<file path="src/rtl/expand_pkg.sv">
// Shared sizes, types, register map and coefficient rules for the 1x1 expand engine
package expand_pkg;

	////////////////////////////////////////////////////////////
	// Engine sizes
	////////////////////////////////////////////////////////////
	localparam int CHIN     = 4;
	localparam int CHOUT    = 8;
	localparam int NLAYER   = 2;
	localparam int DW       = 16;
	localparam int AW       = 32;
	localparam int CH_BITS  = 2;
	localparam int PIX_BITS = 8;

	// Index of the final input channel of a pixel
	localparam logic [CH_BITS-1:0] LAST_CH = CH_BITS'(CHIN - 1);

	// Requantization takes DW-1 bits starting here
	localparam int QSHIFT = 14;

	// Table kinds
	localparam int KIND_WEIGHT = 0;
	localparam int KIND_BIAS   = 1;

	// Configuration register map
	localparam logic REG_CTRL  = 1'b0;
	localparam logic REG_COUNT = 1'b1;

	////////////////////////////////////////////////////////////
	// Data types
	////////////////////////////////////////////////////////////
	typedef logic signed [DW-1:0] data_t;
	typedef logic signed [AW-1:0] acc_t;

	// One weight per output lane
	typedef data_t [CHOUT-1:0] weight_vec_t;
	typedef acc_t  [CHOUT-1:0] bias_vec_t;
	typedef data_t [CHOUT-1:0] ofm_vec_t;

	////////////////////////////////////////////////////////////
	// Table contents
	////////////////////////////////////////////////////////////
	// Weight rule, values span -9..9 in steps of 512
	function automatic data_t weight_value(input int layer, input int ci, input int co);
		return data_t'((((ci * 5 + co * 3 + layer * 7) % 19) - 9) * 512);
	endfunction

	// Bias rule, values span -6..6 in steps of 4096
	function automatic acc_t bias_value(input int layer, input int co);
		return acc_t'((((co * 11 + layer * 5) % 13) - 6) * 4096);
	endfunction

endpackage

</file>
<file path="src/rtl/coef_table.sv">
// Constant coefficient table, one packed row vector per layer and row index
`timescale 1ns/1ps

module coef_table #(
	parameter type payload_t = expand_pkg::weight_vec_t,
	parameter int  ROWS      = expand_pkg::CHIN,
	parameter int  KIND      = expand_pkg::KIND_WEIGHT,
	localparam int RW        = (ROWS > 1) ? $clog2(ROWS) : 1
) (
	input  logic          layer_sel,
	input  logic [RW-1:0] row,
	output payload_t      value
);

	// Element width inside one row
	localparam int EW = (KIND == expand_pkg::KIND_WEIGHT) ? expand_pkg::DW : expand_pkg::AW;

	// Build one row as a flat vector, lane 0 in the low bits
	function automatic payload_t row_value(input int layer, input int r);
		logic [$bits(payload_t)-1:0] flat;
		expand_pkg::acc_t v;
		flat = '0;
		for (int co = 0; co < expand_pkg::CHOUT; co++) begin
			// Weights are sign extended first, then cut back to EW
			if (KIND == expand_pkg::KIND_WEIGHT) begin
				v = expand_pkg::weight_value(layer, r, co);
			end else begin
				v = expand_pkg::bias_value(layer, co);
			end
			flat[co*EW +: EW] = v[EW-1:0];
		end
		return payload_t'(flat);
	endfunction

	payload_t table_q [expand_pkg::NLAYER][ROWS];

	// Constant rows for every layer
	for (genvar l = 0; l < expand_pkg::NLAYER; l++) begin : g_layer
		for (genvar r = 0; r < ROWS; r++) begin : g_row
			assign table_q[l][r] = row_value(l, r);
		end
	end

	// Plain combinational read
	assign value = table_q[layer_sel][row];

endmodule

</file>
<file path="src/rtl/mac_lane.sv">
// Signed 16x16 multiply-accumulate lane with clear and enable
`timescale 1ns/1ps

module mac_lane (
	input  logic              clk,
	input  logic              rst_gen,
	input  logic              en,
	input  logic              clr,
	input  expand_pkg::data_t pix,
	input  expand_pkg::data_t ker,
	output expand_pkg::acc_t  acc
);

	expand_pkg::acc_t prod;

	// Full precision product, both operands signed
	assign prod = pix * ker;

	always_ff @(posedge clk) begin
		if (rst_gen) begin
			acc <= '0;
		end else if (en) begin
			// First channel of a pixel starts a fresh sum
			if (clr) begin
				acc <= prod;
			end else begin
				acc <= acc + prod;
			end
		end
	end

endmodule

</file>
<file path="src/rtl/expand_cfg.sv">
// Configuration and status registers for the expand engine: layer, count, start, busy, done
`timescale 1ns/1ps

module expand_cfg (
	input  logic                            clk,
	input  logic                            rst_gen,
	input  logic                            cfg_wr,
	input  logic                            cfg_addr,
	input  logic [7:0]                      cfg_wdata,
	input  logic                            pix_retired,
	output logic                            layer_sel,
	output logic [expand_pkg::PIX_BITS-1:0] pix_count,
	output logic                            run,
	output logic                            busy,
	output logic                            done,
	output logic [expand_pkg::PIX_BITS-1:0] pix_done
);

	logic wr_ok;
	logic start;

	// Writes only land while idle
	assign wr_ok = cfg_wr && !busy;

	// Bit 1 of a control write starts a run
	assign start = wr_ok && (cfg_addr == expand_pkg::REG_CTRL) && cfg_wdata[1];

	// Sequencer accepts input for the whole run
	assign run = busy;

	////////////////////////////////////////////////////////////
	// Configuration registers
	////////////////////////////////////////////////////////////
	always_ff @(posedge clk) begin
		if (rst_gen) begin
			layer_sel <= 1'b0;
			pix_count <= '0;
		end else if (wr_ok) begin
			if (cfg_addr == expand_pkg::REG_CTRL) begin
				layer_sel <= cfg_wdata[0];
			end else begin
				pix_count <= cfg_wdata;
			end
		end
	end

	////////////////////////////////////////////////////////////
	// Run status
	////////////////////////////////////////////////////////////
	always_ff @(posedge clk) begin
		if (rst_gen) begin
			busy     <= 1'b0;
			done     <= 1'b0;
			pix_done <= '0;
		end else if (start) begin
			busy     <= 1'b1;
			done     <= 1'b0;
			pix_done <= '0;
		end else if (busy) begin
			// Every pixel retired, close the run
			if (pix_done == pix_count) begin
				busy <= 1'b0;
				done <= 1'b1;
			end else if (pix_retired) begin
				pix_done <= pix_done + 1'b1;
			end
		end
	end

endmodule

</file>
<file path="src/rtl/expand_sequencer.sv">
// Input sequencer for the expand engine: four-phase intake, channel walk and MAC control
`timescale 1ns/1ps

module expand_sequencer (
	input  logic                            clk,
	input  logic                            rst_gen,
	input  logic                            run,
	input  logic [expand_pkg::PIX_BITS-1:0] pix_count,
	input  logic                            in_req,
	input  expand_pkg::data_t               in_data,
	output logic                            in_ack,
	output logic [expand_pkg::CH_BITS-1:0]  ch_idx,
	output expand_pkg::data_t               pix_in,
	output logic                            acc_en,
	output logic                            acc_clr,
	input  logic                            ofm_full,
	output logic                            ofm_load
);

	// Pixels accepted so far in this run
	logic [expand_pkg::PIX_BITS-1:0] pix_acc;
	// Completed pixel still sitting in the lanes
	logic pending;
	logic last_ch;
	logic accept;

	assign last_ch = (ch_idx == expand_pkg::LAST_CH);

	// New request, room in the run, lanes free
	assign accept = in_req && !in_ack && run && (pix_acc != pix_count) && !pending;

	////////////////////////////////////////////////////////////
	// Input handshake
	////////////////////////////////////////////////////////////
	always_ff @(posedge clk) begin
		if (rst_gen) begin
			in_ack <= 1'b0;
		end else if (accept) begin
			in_ack <= 1'b1;
		end else if (in_ack && !in_req) begin
			// Source has let go, close the cycle
			in_ack <= 1'b0;
		end
	end

	// Channel value captured with the acknowledge
	always_ff @(posedge clk) begin
		if (accept) begin
			pix_in <= in_data;
		end
	end

	////////////////////////////////////////////////////////////
	// Channel walk and accumulate control
	////////////////////////////////////////////////////////////
	always_ff @(posedge clk) begin
		if (rst_gen) begin
			acc_en <= 1'b0;
		end else begin
			acc_en <= accept;
		end
	end

	// Channel 0 replaces the accumulator
	assign acc_clr = acc_en && (ch_idx == '0);

	// Row index steps after each accumulate
	always_ff @(posedge clk) begin
		if (rst_gen || !run) begin
			ch_idx <= '0;
		end else if (acc_en) begin
			if (last_ch) begin
				ch_idx <= '0;
			end else begin
				ch_idx <= ch_idx + 1'b1;
			end
		end
	end

	// Count pixels as their last channel comes in
	always_ff @(posedge clk) begin
		if (rst_gen || !run) begin
			pix_acc <= '0;
		end else if (accept && last_ch) begin
			pix_acc <= pix_acc + 1'b1;
		end
	end

	////////////////////////////////////////////////////////////
	// Hand-off to the output stage
	////////////////////////////////////////////////////////////
	always_ff @(posedge clk) begin
		if (rst_gen) begin
			pending <= 1'b0;
		end else if (acc_en && last_ch) begin
			pending <= 1'b1;
		end else if (ofm_load) begin
			pending <= 1'b0;
		end
	end

	// Wait here while the output register is occupied
	assign ofm_load = pending && !ofm_full;

endmodule

</file>
<file path="src/rtl/ofm_stage.sv">
// Output stage: bias add, ReLU, requantization and four-phase output handshake
`timescale 1ns/1ps

module ofm_stage (
	input  logic                                         clk,
	input  logic                                         rst_gen,
	input  logic                                         load,
	input  expand_pkg::acc_t [expand_pkg::CHOUT-1:0]     acc_in,
	input  expand_pkg::bias_vec_t                        bias,
	output logic                                         full,
	output logic                                         out_req,
	output expand_pkg::ofm_vec_t                         out_data,
	input  logic                                         out_ack,
	output logic                                         retired
);

	expand_pkg::acc_t sum [expand_pkg::CHOUT];

	// Bias add per lane, wraps in 32 bits
	always_comb begin
		for (int i = 0; i < expand_pkg::CHOUT; i++) begin
			sum[i] = acc_in[i] + bias[i];
		end
	end

	////////////////////////////////////////////////////////////
	// ReLU and requantization into the output register
	////////////////////////////////////////////////////////////
	always_ff @(posedge clk) begin
		if (load) begin
			for (int i = 0; i < expand_pkg::CHOUT; i++) begin
				// Negative sums clamp to zero
				if (sum[i][expand_pkg::AW-1]) begin
					out_data[i] <= '0;
				end else begin
					out_data[i] <= {1'b0,
						sum[i][expand_pkg::QSHIFT+expand_pkg::DW-2:expand_pkg::QSHIFT]};
				end
			end
		end
	end

	////////////////////////////////////////////////////////////
	// Output handshake
	////////////////////////////////////////////////////////////
	// Consumer took the vector
	assign retired = out_req && out_ack;

	always_ff @(posedge clk) begin
		if (rst_gen) begin
			out_req <= 1'b0;
			full    <= 1'b0;
		end else if (load) begin
			out_req <= 1'b1;
			full    <= 1'b1;
		end else begin
			if (retired) begin
				out_req <= 1'b0;
			end
			// Register frees once the ack has gone low again
			if (!out_req && !out_ack) begin
				full <= 1'b0;
			end
		end
	end

endmodule

</file>
<file path="src/rtl/expand1x1_top.sv">
// Top level of the 1x1 expand engine: config, sequencer, tables, MAC lanes, output stage
`timescale 1ns/1ps

module expand1x1_top (
	input  logic                            clk,
	input  logic                            rst_gen,
	// Configuration port
	input  logic                            cfg_wr,
	input  logic                            cfg_addr,
	input  logic [7:0]                      cfg_wdata,
	// Status
	output logic                            busy,
	output logic                            done,
	output logic [expand_pkg::PIX_BITS-1:0] pix_done,
	// Input stream
	input  logic                            in_req,
	input  expand_pkg::data_t               in_data,
	output logic                            in_ack,
	// Output stream
	output logic                            out_req,
	output expand_pkg::ofm_vec_t            out_data,
	input  logic                            out_ack
);

	logic                                     layer_sel;
	logic [expand_pkg::PIX_BITS-1:0]          pix_count;
	logic                                     run;
	logic                                     pix_retired;
	logic [expand_pkg::CH_BITS-1:0]           ch_idx;
	expand_pkg::data_t                        pix_in;
	logic                                     acc_en;
	logic                                     acc_clr;
	logic                                     ofm_full;
	logic                                     ofm_load;
	expand_pkg::weight_vec_t                  w_row;
	expand_pkg::bias_vec_t                    b_vec;
	expand_pkg::acc_t [expand_pkg::CHOUT-1:0] acc_vec;

	////////////////////////////////////////////////////////////
	// Control
	////////////////////////////////////////////////////////////
	expand_cfg u_cfg (
		.clk, .rst_gen, .cfg_wr, .cfg_addr, .cfg_wdata,
		.pix_retired, .layer_sel, .pix_count, .run,
		.busy, .done, .pix_done
	);

	expand_sequencer u_seq (
		.clk, .rst_gen, .run, .pix_count, .in_req, .in_data, .in_ack,
		.ch_idx, .pix_in, .acc_en, .acc_clr, .ofm_full, .ofm_load
	);

	////////////////////////////////////////////////////////////
	// Coefficient tables
	////////////////////////////////////////////////////////////
	// Weight row follows the current channel
	coef_table #(
		.payload_t(expand_pkg::weight_vec_t),
		.ROWS(expand_pkg::CHIN),
		.KIND(expand_pkg::KIND_WEIGHT)
	) u_weights (.layer_sel, .row(ch_idx), .value(w_row));

	// Single bias row per layer
	coef_table #(
		.payload_t(expand_pkg::bias_vec_t),
		.ROWS(1),
		.KIND(expand_pkg::KIND_BIAS)
	) u_biases (.layer_sel, .row(1'b0), .value(b_vec));

	////////////////////////////////////////////////////////////
	// Datapath
	////////////////////////////////////////////////////////////
	for (genvar i = 0; i < expand_pkg::CHOUT; i++) begin : g_lane
		mac_lane u_lane (
			.clk, .rst_gen, .en(acc_en), .clr(acc_clr),
			.pix(pix_in), .ker(w_row[i]), .acc(acc_vec[i])
		);
	end

	ofm_stage u_ofm (
		.clk, .rst_gen, .load(ofm_load), .acc_in(acc_vec), .bias(b_vec),
		.full(ofm_full), .out_req, .out_data, .out_ack, .retired(pix_retired)
	);

endmodule

</file>
<file path="config.mk">
export PLATFORM = sky130hd
export DESIGN_NAME = expand1x1_top
export DESIGN_NICKNAME = d
export VERILOG_FILES = /design/src/rtl/expand_pkg.sv /design/src/rtl/coef_table.sv /design/src/rtl/mac_lane.sv /design/src/rtl/expand_cfg.sv /design/src/rtl/expand_sequencer.sv /design/src/rtl/ofm_stage.sv /design/src/rtl/expand1x1_top.sv
export SDC_FILE = /design/constraint.sdc
export NUM_CORES = 2
export LEC_CHECK = 0
export ABC_AREA = 0
export BUFFER_PORTS_ARGS = -buffer_cell sky130_fd_sc_hd__buf_2
export CORE_UTILIZATION = 43
export CTS_BUF_LIST = sky130_fd_sc_hd__clkbuf_8
export DETAILED_ROUTE_END_ITERATION = 12
export GPL_TIMING_DRIVEN = 0
export PLACE_DENSITY = 0.67
export SETUP_SLACK_MARGIN = 0.2
export SLEW_MARGIN = 10
export SYNTH_ARGS = -nofsm -noshare
export SYNTH_HDL_FRONTEND = slang
export SYNTH_SLANG_ARGS = --single-unit
</file>
<file path="constraint.sdc">
create_clock -name clk -period 13.5 [get_ports clk]
set_input_delay 0.675 -clock clk [delete_from_list [all_inputs] [get_ports clk]]
set_output_delay 0.675 -clock clk [all_outputs]
set_load 0.005 [all_outputs]
</file>
==> impl_metrics.ini <==
[outcome]
status = complete, but fails checks
violations = capacitance limit, slew limit

[yosys]
synthCells = 6821
syn_avg_cell_area_um2 = 8.74
yosysUniqueCellTypes = 89
ys.warnings.count = 0
async_reset_ff_frac = 0
synth_ff_type = dfxtp_1
syn_area_mm2 = 0.0596
synth_mux_area_frac = 0.00881
synth_commonest_cells = inv_1, ha_1, fa_1
yosys_register_bits = 354
synth_area_leaders = fa_1, ha_1, dfxtp_1
synth_top_family_by_area = adder cells
synth-seq-area-share = 0.142
yosys.area_share.simple = 0.161
synth_top_area_share = 0.213
yosysTopAreaCell = fa_1
synth_fa_ha_area_frac = 0.418
synth_xor_area_frac = 0.0638
synth_edf_count = 136
synth-compound-area-share = 0.126
yosys.cell_count.top_type = inv_1

[finish]
stdcell_count = 8969
synthToLayoutAreaGrowth_pct = 8.47
drive_gt1_frac = 0.0533
nets = 8728

[sta]
hold_violations = 0
final-max-slew-violation-count = 12
setup_violations = 0
period_needed_ps = 11940
fmax_mhz = 83.8
fin_skew_ps = 66.7
period_share = 0.884
tightest_slew_ps = 1520
max_slew_margin = -0.0157
rsz0062_at_grt = false

[min_path]
holdCritStartpoint = in_data[6]
hold_class = in -> reg
whs_endpoint = u_seq.pix_in[6]
hold_path_depth = 1

[clocking]
clk_pin_slew_ps = 80
root_buffer = clkbuf_8
numCtsBuffers = 73
cts_resized = 0
clk_latency_ps = 850
clock_sinks = 354
htree_levels = 3
cts_tree = done
clockBufferDepth = 3

[routing]
drt-initial-drc-count = 5031
vias_per_cell = 5.68
ant_nets = 0
wirelength_um = 210000
post_drt_wl_per_cell_um = 23.4
dr.pass1.iters = 9
routed-via-count = 50900
drc = 0

[floorplanning]
chipWidth_um = 374
die_h_um = 374
ios = 170
die_area_mm2 = 0.140
core_area_mm2 = 0.137
initial_core_util = 0.434
placementRows = 136

[grt]
grt_pass1_vias = 48500
grt_max_degree = 84
antenna_found_initial = 29
grtUsageTotal = 0.297
overflow = 0
grt_first_pass_wirelength_um = 308000

[critical_path]
cpMaxStageDelayCell = a2111oi_1
rrSetupSlack_ps = 1560
worst-setup-path-type = reg -> reg
cp.required_ps = 14180
rr_worst_depth = 36
rr_startpoint = u_cfg.layer_sel
critical_path.most_common_cell = fa_1
r2r-end = g_lane[0].u_lane.acc[30]
cp-start-kind = flop
max_stage_delay_ps = 990
cp.arrival_ps = 12620
cp_max_fo = 50
cp-end-kind = flop

[flow_run]
cap_violations = 2

[placement]
hpwlAfterDp_um = 170000
placedCellCount = 8792
port-buffer-count = 161
place.gp.congestion = 1.02

[pwr]
total_power_mw = 7.37
p_per_area_mw_per_mm2 = 114
power_leakage_nw = 32.5
vdd_ir_drop_max_mv = 0.0981
==> flip-flops by register name (all words and copies together) (netlist names), 2 cells and up <==
register	cells
u_seq.ch_idx	2
u_cfg.pix_done	8
u_seq.pix_acc	8
u_seq.pix_in	16
u_cfg.pix_count	8
g_lane.u_lane.acc	184
u_ofm.out_data	120
==> worst max path at each step <==
stage,slack (ps),endpoint,from
3_3_place_gp,-2160,g_lane[0].u_lane.acc[30],u_cfg.layer_sel
5_1_grt,1200,g_lane[0].u_lane.acc[30],u_cfg.layer_sel
2_1_floorplan,2960,g_lane[0].u_lane.acc[30],u_cfg.layer_sel
3_5_place_dp,1840,g_lane[0].u_lane.acc[30],u_cfg.layer_sel
6_report,1560,g_lane[0].u_lane.acc[30],u_cfg.layer_sel
4_1_cts,1800,g_lane[0].u_lane.acc[30],u_cfg.layer_sel
==> final cells by class <==
cell class                      instances  area, um2
Antenna cell                           29       72.6
Sequential cell                       354       8450
Inverter                             1009       3790
Timing Repair Buffer                  183       1070
Buffer                                247       1000
Clock inverter                         52        393
Multi-Input combinational cell       5218      46500
Fill cell                           13400      72800
Tap cell                             1794       2240
Clock buffer                           83       1140
==> power breakdown <==
| part | switching, mW | total, mW | internal, mW |
|---|---|---|---|
| combinational | 3.12 | 4.96 | 1.84 |
| sequential | 0.0152 | 1.14 | 1.13 |
| clock | 0.606 | 1.27 | 0.666 |
| total | 3.74 | 7.37 | 3.63 |
==> worst max-delay path: cells and delay by family, from the launching register on <==
family / cells / cell delay [ps]
fa+ha+maj: 9 / 4050
compound gates: 14 / 3920
buf+inv: 7 / 1580
xor+xnor: 2 / 950
flops: 1 / 620
simple gates: 4 / 550
==> logic make-up after synthesis <==
family	after synthesis
simple gates	1969
fa+ha+maj	1612
buf+inv	1256
compound gates	1144
xor+xnor	433
flops	354
mux	52
other cells	1
==> timing repair <==
action / 4_1_cts / 5_1_grt
buffers inserted: 0 / 0
hold endpoints to repair: 13 / 0
hold buffers: 13 / 0
==> cell usage in the layout (no fill, tap or decap), types with 22 or more instances in the layout <==
master,netlist,layout
clkbuf_1,208,195
nand2b_1,88,88
xor2_1,156,155
nor2b_1,129,128
dfxtp_1,218,217
or3_1,24,24
nand2_1,456,456
and2_1,340,340
o21bai_1,49,49
ha_1,976,976
nor2_1,578,576
inv_1,1006,1028
o21a_1,59,59
buf_2,2,173
xnor2_1,275,271
edfxtp_1,136,136
fa_1,636,636
o21ai_0,225,224
nor3_1,126,125
a311oi_1,34,34
nand4_1,22,22
clkbuf_8,0,83
a211oi_1,91,91
o211ai_1,67,67
a21oi_1,294,294
nand3_1,70,70
a31oi_1,40,40
mux2i_1,50,50
a21o_1,108,108
and3_1,43,43
diode_2,0,29
==> per-layer routing <==
layer | GRT usage | wire length (um) | vias up
met3 | 0.0729 | 22300 | 494
met2 | 0.447 | 89600 | 2344
met4 | 0.135 | 10300 | 10
met5 | 0 | 60 | -
li1 | - | - | 23200
met1 | 0.400 | 87900 | 24900
==> stage by stage <==
stage,area [um2],setup TNS [ps],util,setup WS (ps),hold slack [ps]
2_1_floorplan,59700,0,-,2960,461
3_3_place_gp,62700,-48120,0.456,-2160,473
3_5_place_dp,62900,0,0.458,1840,474
4_1_cts,64600,0,0.470,1800,23.5
5_1_grt,64600,0,0.470,1200,44.6
6_report,64700,0,0.470,1560,70.2
No activity file was read; power rests on OpenSTA's default activity.
